File: src/design/cpu_pkg.sv
// Shared widths, opcode and microstep encodings and the control word of the CPU
// Every design module imports what it needs from here

package cpu_pkg;

  localparam int DATA_WIDTH = 8;
  localparam int ADDR_WIDTH = 8;
  localparam int MAX_STEP   = 3;

  // Opcodes not listed here execute as a NOP
  typedef enum logic [7:0] {
    OP_NOP    = 8'h00,
    OP_MOV_AT = 8'h08,
    OP_MOV_AB = 8'h09,
    OP_MOV_AC = 8'h0a,
    OP_MOV_TA = 8'h0b,
    OP_MOV_TB = 8'h0c,
    OP_MOV_TC = 8'h0d,
    OP_MOV_BA = 8'h0e,
    OP_MOV_BT = 8'h0f,
    OP_MOV_BC = 8'h10,
    OP_MOV_CA = 8'h11,
    OP_MOV_CT = 8'h12,
    OP_MOV_CB = 8'h13,
    OP_OUT_A  = 8'h20,
    OP_OUT_T  = 8'h21,
    OP_OUT_B  = 8'h22,
    OP_OUT_C  = 8'h23,
    OP_LDI_A  = 8'h24,
    OP_LDI_B  = 8'h25,
    OP_LDI_C  = 8'h26,
    OP_JUMP   = 8'h27,
    OP_JIZ    = 8'h28,
    OP_JIC    = 8'h29,
    OP_ADDB   = 8'h34,
    OP_SUBB   = 8'h35,
    OP_ADDC   = 8'h36,
    OP_SUBC   = 8'h37,
    OP_HALT   = 8'hff
  } opcode_e;

  typedef enum logic [1:0] {
    STEP_FETCH_ADDR = 2'd0,
    STEP_FETCH_DATA = 2'd1,
    STEP_EX2        = 2'd2,
    STEP_EX3        = 2'd3
  } step_e;

  // A, T, B and C are kept in this order so a 2-bit register index maps onto them
  typedef enum logic [2:0] {
    SEL_NONE = 3'd0,
    SEL_A    = 3'd1,
    SEL_T    = 3'd2,
    SEL_B    = 3'd3,
    SEL_C    = 3'd4,
    SEL_PC   = 3'd5,
    SEL_MEM  = 3'd6
  } reg_sel_e;

  typedef struct packed {
    logic     mar_in;
    logic     mem_rd;
    logic     pc_out;
    logic     pc_inc;
    logic     jump;
    logic     ir_in;
    reg_sel_e src;
    reg_sel_e dst;
    logic     alu_out;
    logic     sub;
    logic     flags_in;
    logic     out_in;
    logic     advance;
    logic     halt;
  } ctrl_word_t;

  typedef struct packed {
    logic zero;
    logic carry;
  } flags_t;

endpackage

File: src/design/bus_master.sv
`timescale 1ns/1ns
// Read-only Wishbone classic master. Turns a one-cycle read request into a bus
// cycle and returns the captured byte with a one-cycle done pulse

module bus_master (
  input  logic                           i_clk,
  input  logic                           i_arst_n,
  input  logic                           i_rd_req,
  input  logic [cpu_pkg::ADDR_WIDTH-1:0] i_addr,
  output logic [cpu_pkg::DATA_WIDTH-1:0] o_rd_data,
  output logic                           o_rd_done,
  output logic                           o_wb_cyc,
  output logic                           o_wb_stb,
  output logic [cpu_pkg::ADDR_WIDTH-1:0] o_wb_adr,
  input  logic [cpu_pkg::DATA_WIDTH-1:0] i_wb_dat,
  input  logic                           i_wb_ack
);
  import cpu_pkg::*;

  typedef enum logic {
    BM_IDLE,
    BM_WAIT_ACK
  } bm_state_e;

  bm_state_e             state_q;
  logic [ADDR_WIDTH-1:0] adr_q;
  logic [DATA_WIDTH-1:0] dat_q;
  logic                  done_q;

  always_ff @(posedge i_clk or negedge i_arst_n) begin
    if (!i_arst_n) begin
      state_q <= BM_IDLE;
      done_q  <= 1'b0;
    end else begin
      done_q <= 1'b0;
      case (state_q)
        BM_IDLE: begin
          if (i_rd_req) begin
            state_q <= BM_WAIT_ACK;
          end
        end
        BM_WAIT_ACK: begin
          if (i_wb_ack) begin
            state_q <= BM_IDLE;
            done_q  <= 1'b1;
          end
        end
        default: state_q <= BM_IDLE;
      endcase
    end
  end

  // Address is latched with the request and the byte with the ack
  always_ff @(posedge i_clk) begin
    if (state_q == BM_IDLE && i_rd_req) begin
      adr_q <= i_addr;
    end
    if (state_q == BM_WAIT_ACK && i_wb_ack) begin
      dat_q <= i_wb_dat;
    end
  end

  assign o_wb_cyc  = (state_q == BM_WAIT_ACK);
  assign o_wb_stb  = (state_q == BM_WAIT_ACK);
  assign o_wb_adr  = adr_q;
  assign o_rd_data = dat_q;
  assign o_rd_done = done_q;

  // No new read request may arrive while a cycle is still open
  a_stb_in_cyc: assert property (@(posedge i_clk) disable iff (!i_arst_n)
    o_wb_stb |-> (o_wb_cyc && !i_rd_req));

  a_adr_stable: assert property (@(posedge i_clk) disable iff (!i_arst_n)
    (o_wb_stb && !i_wb_ack) |=> $stable(o_wb_adr));

endmodule

File: src/design/cpu_top.sv
`timescale 1ns/1ns
// Top level of the accumulator CPU. Connects the sequencer, the datapath and
// the Wishbone read master to each other and to the external byte memory

module cpu_top (
  input  logic                           i_clk,
  input  logic                           i_arst_n,
  output logic                           o_wb_cyc,
  output logic                           o_wb_stb,
  output logic [cpu_pkg::ADDR_WIDTH-1:0] o_wb_adr,
  input  logic [cpu_pkg::DATA_WIDTH-1:0] i_wb_dat,
  input  logic                           i_wb_ack,
  output logic [cpu_pkg::DATA_WIDTH-1:0] o_out_data,
  output logic                           o_out_valid,
  output logic                           o_halted
);
  import cpu_pkg::*;

  ctrl_word_t            ctrl;
  flags_t                flags;
  opcode_e               instr;
  logic [ADDR_WIDTH-1:0] mar;
  logic [DATA_WIDTH-1:0] rd_data;
  logic                  rd_req;
  logic                  rd_done;

  micro_sequencer seq0 (
    .i_clk     (i_clk),
    .i_arst_n  (i_arst_n),
    .i_instr   (instr),
    .i_flags   (flags),
    .i_rd_done (rd_done),
    .o_ctrl    (ctrl),
    .o_rd_req  (rd_req),
    .o_halted  (o_halted)
  );

  datapath dp0 (
    .i_clk       (i_clk),
    .i_arst_n    (i_arst_n),
    .i_ctrl      (ctrl),
    .i_rd_data   (rd_data),
    .i_rd_done   (rd_done),
    .o_instr     (instr),
    .o_flags     (flags),
    .o_mar       (mar),
    .o_out_data  (o_out_data),
    .o_out_valid (o_out_valid)
  );

  bus_master bm0 (
    .i_clk     (i_clk),
    .i_arst_n  (i_arst_n),
    .i_rd_req  (rd_req),
    .i_addr    (mar),
    .o_rd_data (rd_data),
    .o_rd_done (rd_done),
    .o_wb_cyc  (o_wb_cyc),
    .o_wb_stb  (o_wb_stb),
    .o_wb_adr  (o_wb_adr),
    .i_wb_dat  (i_wb_dat),
    .i_wb_ack  (i_wb_ack)
  );

endmodule

File: src/design/datapath.sv
`timescale 1ns/1ns
// Execute stage of the CPU. Holds PC, MAR, IR, registers A, T, B and C, the ALU,
// the flags and the output port, all loaded under the sequencer's control word

module datapath (
  input  logic                              i_clk,
  input  logic                              i_arst_n,
  input  cpu_pkg::ctrl_word_t               i_ctrl,
  input  logic [cpu_pkg::DATA_WIDTH-1:0]    i_rd_data,
  input  logic                              i_rd_done,
  output cpu_pkg::opcode_e                  o_instr,
  output cpu_pkg::flags_t                   o_flags,
  output logic [cpu_pkg::ADDR_WIDTH-1:0]    o_mar,
  output logic [cpu_pkg::DATA_WIDTH-1:0]    o_out_data,
  output logic                              o_out_valid
);
  import cpu_pkg::*;

  logic [ADDR_WIDTH-1:0] pc_q;
  logic [ADDR_WIDTH-1:0] mar_q;
  logic [DATA_WIDTH-1:0] ir_q;
  logic [DATA_WIDTH-1:0] a_q;
  logic [DATA_WIDTH-1:0] t_q;
  logic [DATA_WIDTH-1:0] b_q;
  logic [DATA_WIDTH-1:0] c_q;
  logic [DATA_WIDTH-1:0] out_q;
  logic                  out_valid_q;
  flags_t                flags_q;
  flags_t                flags_d;
  logic [DATA_WIDTH-1:0] int_bus;
  logic [DATA_WIDTH-1:0] alu_b;
  logic [DATA_WIDTH-1:0] alu_res;
  logic                  alu_carry;
  logic                  step_en;

  always_comb begin
    if (i_ctrl.pc_out) begin
      int_bus = pc_q;
    end else if (i_ctrl.alu_out) begin
      int_bus = alu_res;
    end else begin
      case (i_ctrl.src)
        SEL_A:   int_bus = a_q;
        SEL_T:   int_bus = t_q;
        SEL_B:   int_bus = b_q;
        SEL_C:   int_bus = c_q;
        SEL_MEM: int_bus = i_rd_data;
        default: int_bus = '0;
      endcase
    end
  end

  // Subtraction is A + ~T + 1, so carry set means no borrow
  assign alu_b = i_ctrl.sub ? ~t_q : t_q;
  assign {alu_carry, alu_res} = {1'b0, a_q} + {1'b0, alu_b} + {{DATA_WIDTH{1'b0}}, i_ctrl.sub};

  assign flags_d.zero  = (alu_res == '0);
  assign flags_d.carry = alu_carry;

  // Registers load in the single cycle of a plain step, or in the done cycle of a read
  assign step_en = !i_ctrl.mem_rd || i_rd_done;

  always_ff @(posedge i_clk or negedge i_arst_n) begin
    if (!i_arst_n) begin
      pc_q        <= '0;
      ir_q        <= '0;
      a_q         <= '0;
      t_q         <= '0;
      b_q         <= '0;
      c_q         <= '0;
      flags_q     <= '0;
      out_valid_q <= 1'b0;
    end else begin
      out_valid_q <= step_en && i_ctrl.out_in;
      if (step_en) begin
        if (i_ctrl.jump) begin
          pc_q <= int_bus;
        end else if (i_ctrl.pc_inc) begin
          pc_q <= pc_q + 1'b1;
        end
        if (i_ctrl.ir_in) begin
          ir_q <= int_bus;
        end
        if (i_ctrl.flags_in) begin
          flags_q <= flags_d;
        end
        case (i_ctrl.dst)
          SEL_A:   a_q <= int_bus;
          SEL_T:   t_q <= int_bus;
          SEL_B:   b_q <= int_bus;
          SEL_C:   c_q <= int_bus;
          default: ;
        endcase
      end
    end
  end

  always_ff @(posedge i_clk) begin
    if (step_en && i_ctrl.mar_in) begin
      mar_q <= int_bus;
    end
    if (step_en && i_ctrl.out_in) begin
      out_q <= int_bus;
    end
  end

  assign o_instr     = opcode_e'(ir_q);
  assign o_flags     = flags_q;
  assign o_mar       = mar_q;
  assign o_out_data  = out_q;
  assign o_out_valid = out_valid_q;

  // The microcode must never drive the internal bus from two places at once
  a_single_source: assert property (@(posedge i_clk) disable iff (!i_arst_n)
    i_ctrl.alu_out |-> (i_ctrl.src == SEL_NONE && !i_ctrl.pc_out));

endmodule

File: src/design/micro_sequencer.sv
`timescale 1ns/1ns
// Decode stage of the CPU. Walks each instruction through its microsteps and
// drives the control word, the bus read request and the halted status

module micro_sequencer (
  input  logic                i_clk,
  input  logic                i_arst_n,
  input  cpu_pkg::opcode_e    i_instr,
  input  cpu_pkg::flags_t     i_flags,
  input  logic                i_rd_done,
  output cpu_pkg::ctrl_word_t o_ctrl,
  output logic                o_rd_req,
  output logic                o_halted
);
  import cpu_pkg::*;

  step_e      step_q;
  logic       halted_q;
  logic       rd_pend_q;
  logic       step_en;
  logic [7:0] op;
  logic [3:0] mov_idx;
  logic [1:0] mov_rem;
  logic [1:0] mov_src_idx;
  logic [1:0] mov_dst_idx;
  logic [1:0] ldi_idx;
  reg_sel_e   alu_sel;
  logic       jump_taken;

  function automatic reg_sel_e reg_from_idx(input logic [1:0] idx);
    return reg_sel_e'({1'b0, idx} + 3'd1);
  endfunction

  assign op = i_instr;

  // MOV opcodes run source-major over A, T, B, C, each source skipping itself
  always_comb begin
    mov_idx     = 4'(op - 8'(OP_MOV_AT));
    mov_src_idx = 2'(mov_idx / 4'd3);
    mov_rem     = 2'(mov_idx % 4'd3);
    mov_dst_idx = (mov_rem >= mov_src_idx) ? mov_rem + 2'd1 : mov_rem;
  end

  // LDI targets A, B and C, which skips T in the register index
  assign ldi_idx = (op[1:0] == 2'd0) ? 2'd0 : op[1:0] + 2'd1;
  assign alu_sel = op[1] ? SEL_C : SEL_B;

  always_comb begin
    case (i_instr)
      OP_JIZ:  jump_taken = i_flags.zero;
      OP_JIC:  jump_taken = i_flags.carry;
      default: jump_taken = 1'b1;
    endcase
  end

  always_comb begin
    o_ctrl = '0;
    case (step_q)
      STEP_FETCH_ADDR: begin
        o_ctrl.pc_out = 1'b1;
        o_ctrl.mar_in = 1'b1;
      end
      STEP_FETCH_DATA: begin
        o_ctrl.mem_rd = 1'b1;
        o_ctrl.src    = SEL_MEM;
        o_ctrl.ir_in  = 1'b1;
        o_ctrl.pc_inc = 1'b1;
      end
      default: begin
        case (i_instr)
          OP_LDI_A, OP_LDI_B, OP_LDI_C: begin
            if (step_q == STEP_EX2) begin
              o_ctrl.pc_out = 1'b1;
              o_ctrl.mar_in = 1'b1;
            end else begin
              o_ctrl.mem_rd  = 1'b1;
              o_ctrl.src     = SEL_MEM;
              o_ctrl.pc_inc  = 1'b1;
              o_ctrl.dst     = reg_from_idx(ldi_idx);
              o_ctrl.advance = 1'b1;
            end
          end
          OP_MOV_AT, OP_MOV_AB, OP_MOV_AC, OP_MOV_TA, OP_MOV_TB, OP_MOV_TC,
          OP_MOV_BA, OP_MOV_BT, OP_MOV_BC, OP_MOV_CA, OP_MOV_CT, OP_MOV_CB: begin
            o_ctrl.src     = reg_from_idx(mov_src_idx);
            o_ctrl.dst     = reg_from_idx(mov_dst_idx);
            o_ctrl.advance = 1'b1;
          end
          OP_OUT_A, OP_OUT_T, OP_OUT_B, OP_OUT_C: begin
            o_ctrl.src     = reg_from_idx(op[1:0]);
            o_ctrl.out_in  = 1'b1;
            o_ctrl.advance = 1'b1;
          end
          OP_JUMP, OP_JIZ, OP_JIC: begin
            if (step_q == STEP_EX2) begin
              o_ctrl.pc_out = 1'b1;
              o_ctrl.mar_in = 1'b1;
              o_ctrl.pc_inc = 1'b1;
            end else begin
              // A jump not taken leaves the PC already past the target byte
              o_ctrl.mem_rd  = 1'b1;
              o_ctrl.src     = SEL_MEM;
              o_ctrl.jump    = jump_taken;
              o_ctrl.advance = 1'b1;
            end
          end
          OP_ADDB, OP_SUBB, OP_ADDC, OP_SUBC: begin
            o_ctrl.dst = SEL_T;
            if (step_q == STEP_EX2) begin
              o_ctrl.src = alu_sel;
            end else begin
              o_ctrl.alu_out  = 1'b1;
              o_ctrl.sub      = op[0];
              o_ctrl.flags_in = 1'b1;
              o_ctrl.advance  = 1'b1;
            end
          end
          OP_HALT: o_ctrl.halt = 1'b1;
          default: o_ctrl.advance = 1'b1;
        endcase
      end
    endcase
  end

  // A read step holds until the bus master reports done
  assign step_en  = !o_ctrl.mem_rd || i_rd_done;
  assign o_rd_req = o_ctrl.mem_rd && !rd_pend_q;
  assign o_halted = halted_q;

  always_ff @(posedge i_clk or negedge i_arst_n) begin
    if (!i_arst_n) begin
      step_q    <= STEP_FETCH_ADDR;
      halted_q  <= 1'b0;
      rd_pend_q <= 1'b0;
    end else begin
      if (o_rd_req) begin
        rd_pend_q <= 1'b1;
      end else if (i_rd_done) begin
        rd_pend_q <= 1'b0;
      end
      if (o_ctrl.halt) begin
        halted_q <= 1'b1;
      end
      if (step_en && !o_ctrl.halt) begin
        step_q <= o_ctrl.advance ? STEP_FETCH_ADDR : step_e'(step_q + 2'd1);
      end
    end
  end

  // No instruction may step on past its last microstep
  a_step_range: assert property (@(posedge i_clk) disable iff (!i_arst_n)
    (step_en && !o_ctrl.halt && !o_ctrl.advance) |-> int'(step_q) < MAX_STEP);

  a_halt_no_read: assert property (@(posedge i_clk) disable iff (!i_arst_n)
    !(o_ctrl.halt && o_ctrl.mem_rd));

endmodule

File: config.mk
export PLATFORM = sky130hd
export DESIGN_NAME = cpu_top
export DESIGN_NICKNAME = d
export VERILOG_FILES = /design/src/design/cpu_pkg.sv /design/src/design/bus_master.sv /design/src/design/cpu_top.sv /design/src/design/datapath.sv /design/src/design/micro_sequencer.sv
export SDC_FILE = /design/constraint.sdc
export NUM_CORES = 1
export LEC_CHECK = 0
export ABC_AREA = 1
export BUFFER_PORTS_ARGS = -buffer_cell sky130_fd_sc_hd__buf_4
export CAP_MARGIN = 20
export CORE_MARGIN = 8
export CORE_UTILIZATION = 34
export DETAILED_ROUTE_END_ITERATION = 10
export PLACE_DENSITY = 0.58
export SETUP_SLACK_MARGIN = 0.3
export SYNTH_ARGS = -nofsm -noshare
export SYNTH_HDL_FRONTEND = slang
export SYNTH_SLANG_ARGS = --single-unit
File: constraint.sdc
create_clock -name i_clk -period 3.7 [get_ports i_clk]
set_clock_uncertainty 0.05 [all_clocks]
set_input_delay 0.555 -clock i_clk [delete_from_list [all_inputs] [get_ports i_clk]]
set_output_delay 0.555 -clock i_clk [all_outputs]
set_load 0.02 [all_outputs]
==> run metrics, run 1 <==
CP max stage delay=390 ps; most common cell in the netlist=nand2_1; Critical Path, Cell by Cell=nand2_2 > inv_2 > ha_4 > inv_2 > ha_4 > nand2_4 > xor2_4 > ha_4 > inv_2 > nand3_4 > xor2_2 > nor2_1 > xnor2_2 > ha_4 > a221oi_4 > nor2_2 > nor3_4 > buf_4 > nand2_4 > nand2_2 > o21ai_1; Top delay family on crit path=simple AND/OR/NAND/NOR gates; Post-synth top cells=nand2_1 (173), inv_1 (67), dfrtp_1 (57); number of synthesized flops with an enable pin=32; CP most frequent cell=ha_4; highest achievable clock rate=295 MHz; Cells after Synth=597; pre-CTS WS=-87.7 ps; Worst Reg-to-Reg Cells=21; setup violators final=0; largest area contributor in the netlist=dfrtp_1; Die Y=approximately 140 um; total track usage=15.1%; CTS max path bufs=2; H-tree Lvls=3; total number of vias=around 4200; synth unique cells=between 40 and 50; Synth Flop Type=dfrtp_1; Seq/Total Area, Yosys=47.7%; Inserted Clock Buffers=9; peak supply drop=382 uV; HPWL Detailed=9900 um; buffers plus inverters on the worst setup path=4; worst reg2reg startpoint=dp0.o_instr[3]$_DFFE_PN0P_; Leakage=0.00297 uW; Skew-Pair Late Insertion Delay=340 ps; clk root buf=clkbuf_16; largest net degree at the start of global routing=58; Crit path arrival time=around 3600 ps; core area=14500 um2; row count=44; grt total ovfl=0; Cell Area, Placed=~5500 um2; initial antenna violation count=0; CP Launch Type=flip-flop; Post-synth ARST share=64.0%; worst slew pin tran=963 ps; Antenna Nets Post-Route=0; Final Power=6160 uW; DR iter-0 viols=~470; area share of the largest cell type after synthesis=between 20 and 30%; CP max stage cell=dfrtp_1; Hold Vio Cnt, Final=0; synthesized cell area=5010 um2; drc violations=0; crit share post-route=around nine tenths; RSZ-0062 raised after global routing=yes; capturing point of the worst reg2reg path=dp0.a_q[2]$_DFFE_PN0P_; # IOs=31; post-route setup TNS=0 ps; Initial Util=34.6%; hold crit path type=input pin to asynchronous set/reset pin; TritonCTS clock tree=done; worst setup slack after layout=308 ps; Hold Buf Count CTS=0; Routed WL per cell=16.5 um; maxcap violations=0; PwrDens=approximately 940 nW/um2; Clock Sinks=89; CP startpoint=dp0.o_instr[3]$_DFFE_PN0P_; CP max FO=8; Setup CP Type=flip-flop to flip-flop; run status=finished, final reports clean; synth top area cells=dfrtp_1 (28%), edfxtp_1 (19%), nand2_1 (13%), inv_1 (5.0%), nand3_1 (4.1%); total nets after synthesis=625; max-slew headroom at the worst pin=35.4%; Required @ worst endpoint=approximately 3900 ps; kind of end point of the critical path=flip-flop; reg2reg setup slack=310 ps; TritonRoute pass-1 iters=4; Final nets=694; Post-Syn Area per Cell=8.39 um2; hold_ws=239 ps; Total Wirelength=between 10000 and 15000 um; area grow syn2layout=30.4%; first-pass GRT wire length=about 22000 um; DR vias/cell=4.93; Final Slew Violations=0; fraction of layout cells with a size suffix above 1=32.6%; cell area after layout=6530 um2; clock slew at the register clock pins of the worst setup and hold paths=70 ps; Syn. warnings=0; RePlAce Congestion=between 0.9 and 1; post-layout minimum cycle time=3390 ps; vias in the first global route=4275; DIE WIDTH=137 um; DIE AREA=18900 um2; n_diodes=0; IO Port Bufs=30; #FFs+latches synth=89
## report_power, final
part           internal, uW  total (uW)  leakage (uW)  switching, uW
Clock                   477         902      0.000147            426
Combinational          1380        3630       0.00177           2260
Sequential             1410        1620       0.00106            214
Total                  3260        6160       0.00297           2900
## cell usage in the layout, fill, tap and decap left out, drive strengths merged, types with 9 or more instances in the layout
| cell type | count |
|---|---|
| ha | 16 |
| nor2 | 52 |
| xor2 | 19 |
| clkbuf | 9 |
| inv | 76 |
| edfxtp | 32 |
| nand3 | 48 |
| nand2 | 190 |
| dfrtp | 57 |
| o21ai | 49 |
| buf | 68 |
| a21oi | 19 |
## worst max path at each step
| stage | end | slack [ps] | depth (start not counted) |
|---|---|---|---|
| 2_1_floorplan | dp0.a_q[5]$_DFFE_PN0P_ | 370 | 21 |
| 3_3_place_gp | dp0.o_mar[0]$_DFFE_PP_ | -10 | 25 |
| 3_5_place_dp | dp0.o_mar[0]$_DFFE_PP_ | -90 | 25 |
| 4_1_cts | dp0.pc_q[6]$_DFFE_PN0P_ | 310 | 29 |
| 5_1_grt | dp0.a_q[0]$_DFFE_PN0P_ | 110 | 21 |
| 6_report | dp0.a_q[2]$_DFFE_PN0P_ | 310 | 21 |
## layout make-up
type,count,area (um2)
Fill cell,1389,7950
Multi-Input combinational cell,424,2780
Sequential cell,89,2390
Timing Repair Buffer,68,546
Inverter,74,285
Tap cell,184,230
Clock buffer,9,225
Clock inverter,7,73.8
## sequential cells by signal, indices dropped and copies added, names as in the netlist
signal,cells
dp0.o_instr,8
dp0.b_q,8
dp0.pc_q,8
dp0.o_flags,2
seq0.rd_pend_q,1
dp0.o_out_valid,1
dp0.c_q,8
dp0.a_q,8
dp0.o_out_data,8
dp0.t_q,8
bm0.o_rd_data,8
bm0.o_wb_cyc,1
dp0.o_mar,8
bm0.o_wb_adr,8
seq0.step_q,2
seq0.o_halted,1
bm0.o_rd_done,1
## through the flow
step                utilization [%]  cells
global route                   45.1    855
global placement               38.3    819
finish                         45.1    855
CTS                            42.2    843
detailed placement             38.3    819
floorplan                         -    597
## repair_timing
action / 4_1_cts / 5_1_grt
resized for setup: 45 / 82
pin swaps: 25 / 44
setup buffers: 7 / 12
hold endpoints to repair: 0 / 0
endpoints found under the setup margin: 64 / 64
gates cloned: 1 / 0
## metal layers
layer  global-route usage, %  part of all wire, %  routed length (um)
met5                       0                    0                   0
met4                    4.04                  1.1                 153
met3                    2.95                  4.2                 592
met2                    25.5                   50                7060
met1                    19.3                   45                6290
## kinds of logic after synthesis
family          share of synthesized area, %
mux                                    0.200
flops                                   47.7
xor+xnor                                4.32
buf+inv                                 6.95
simple gates                            27.4
compound gates                          9.10
fa+ha+maj                               4.40
No activity file was read; power rests on OpenSTA's default activity.
==> run 2, diff against run 1 <==
Settings changed: SYNTH_HIERARCHICAL from default to 1.
==> run 2 against run 1 <==
Effect of this change:
- largest power group unchanged
- sequential share of layout area increased by 1.3 points
- maximum frequency increased by 1.5%
- critical path type unchanged
- cell count increased by 3.5%
- register-to-register slack improved by 50 ps
==> run metrics, run 2 <==
Total Wirelength=13500 um (was 14100 um); synthesized cell area=5060 um2 (was 5010 um2); peak supply drop=332 uV (was 382 uV); DR vias/cell=4.96 (was 4.93); clock slew at the register clock pins of the worst setup and hold paths=70 ps (about the same); total number of vias=4387 (was 4215); Hold Buf Count CTS=0 (unchanged); max-slew headroom at the worst pin=39.1% (was 35.4%); crit share post-route=90.3% (was 91.7%); PwrDens=887 nW/um2 (was 944 nW/um2); vias in the first global route=4251 (was 4275); clk root buf=clkbuf_16 (unchanged); highest achievable clock rate=299 MHz (was 295 MHz); maxcap violations=0 (unchanged); IO Port Bufs=30 (unchanged); CTS max path bufs=2 (unchanged); CP max stage cell=dfrtp_1 (unchanged); kind of end point of the critical path=flip-flop (unchanged); hold_ws=198 ps (was 239 ps); most common cell after layout, fill and taps aside=nand2_1 (unchanged); Routed WL per cell=15.3 um (was 16.5 um); Leakage=0.00302 uW (was 0.00297 uW); DIE WIDTH=138 um (was 137 um); Die Y=138 um (was 137 um); Required @ worst endpoint=3940 ps (was 3870 ps); commonest non-fill, non-tap cells in the layout=nand2_1 (173), buf_4 (65), inv_1 (63), dfrtp_1 (56), nor2_1 (43) (was nand2_1 (145), buf_4 (61), dfrtp_1 (57), inv_1 (56), nor2_1 (41)); row count=44 (unchanged); total track usage=14.9% (was 15.1%); CP max stage delay=380 ps (was 390 ps); core area=14500 um2 (about the same); fillers=1462 (was 1389); post-route setup TNS=0 ps (unchanged); hold crit path type=input pin to asynchronous set/reset pin (unchanged); worst slew pin tran=904 ps (was 963 ps); fraction of layout cells with a size suffix above 1=27.2% (was 32.6%); CP Launch Type=flip-flop (unchanged); largest net degree at the start of global routing=58 (unchanged); Clock Sinks=89 (unchanged); Cells after Synth=630 (was 597); setup violators final=0 (unchanged); # IOs=31 (unchanged); CP max FO=7 (was 8); Skew-Pair Late Insertion Delay=360 ps (was 340 ps); DR iter-0 viols=312 (was 466); TritonCTS clock tree=done (unchanged); Initial Util=34.8% (was 34.6%); RSZ-0062 raised after global routing=yes (unchanged); run status=finished, final reports clean (unchanged); Antenna Nets Post-Route=0 (unchanged); Inserted Clock Buffers=9 (unchanged); first-pass GRT wire length=21600 um (was 21900 um); Syn. warnings=6 (was 0); TritonRoute pass-1 iters=5 (was 4); HPWL Detailed=9790 um (was 9900 um); DIE AREA=19000 um2 (was 18900 um2); Setup CP Type=flip-flop to flip-flop (unchanged); Final Slew Violations=0 (unchanged); RePlAce Congestion=0.902 (was 0.987); Hold Vio Cnt, Final=0 (unchanged); Crit path arrival time=3580 ps (was 3560 ps); n_diodes=0 (unchanged); Final nets=726 (was 694); area grow syn2layout=24.7% (was 30.4%); drc violations=0 (unchanged); grt total ovfl=0 (unchanged); total nets after synthesis=660 (was 625); post-layout minimum cycle time=3340 ps (was 3390 ps); H-tree Lvls=3 (unchanged); initial antenna violation count=0 (unchanged); Post-Syn Area per Cell=8.03 um2 (was 8.39 um2)
run 2: routing by layer:
layer	global-route usage (%)	routed length, um	share of wire, %
met1	18.3	6070	45
met2	24.5	6400	47
met3	3.59	745	5.5
met4	6.15	314	2.3
met5	0	0	0
run 2: power by group:
| group | switching [uW] | internal [uW] |
|---|---|---|
| clock network | 445 | 481 |
| registers | 230 | 1420 |
| logic | 1930 | 1080 |
| total | 2610 | 2980 |
run 2: per-stage QoR:
stage / power, uW / setup WS [ps] / instances / utilization, % / area (um2)
6_report: 5590 / 357 / 885 / 43.4 / 6300
5_1_grt: 6010 / 113 / 885 / 43.4 / 6300
4_1_cts: 5330 / 311 / 875 / 41.9 / 6090
3_5_place_dp: 4170 / 18.1 / 851 / 38.7 / 5620
3_3_place_gp: 4110 / 107 / 851 / 38.7 / 5620
2_1_floorplan: 3340 / 404 / 630 / - / 5060
run 2: critical path: cells and delay by family, from the launching register on:
family / cells / cell delay, ps
flops: 1 / 380
fa+ha+maj: 4 / 640
compound gates: 3 / 220
simple gates: 16 / 1340
buf+inv: 7 / 640
run 2: repair_timing:
item	CTS	global route
pin swaps	16	31
endpoints found under the setup margin	64	65
gates cloned	0	0
buffers inserted	8	10
resized for setup	31	61
run 2: layout make-up:
type / count / area (um2) / area share, %
clock buffers: 9 / 225 / 3.57
clock inverters: 7 / 76.3 / 1.21
inverters: 87 / 342 / 5.42
multi-input cells: 440 / 2500 / 39.7
flip-flops and latches: 89 / 2390 / 37.9
well taps: 184 / 230 / 3.65
repair buffers: 69 / 542 / 8.59
run 2: path summary, 6_finish.rpt:
kind | from | end | slack, ps | cells after the start
max | dp0/o_instr[3]$_DFFE_PN0P_ | dp0/c_q[5]$_DFFE_PN0P_ | 360 | 30
max in group asynchronous | i_arst_n | seq0/step_q[1]$_DFFE_PN0P_ | 2820 | 1
min reg2reg | dp0/o_mar[3]$_DFFE_PP_ | bm0/o_wb_adr[3]$_DFFE_PP_ | 380 | 0
min | i_arst_n | dp0/t_q[3]$_DFFE_PN0P_ | 200 | 1
max reg2reg | dp0/o_instr[3]$_DFFE_PN0P_ | dp0/c_q[5]$_DFFE_PN0P_ | 360 | 30
min in group i_clk | i_wb_dat[7] | bm0/o_rd_data[7]$_DFFE_PP_ | 320 | 1
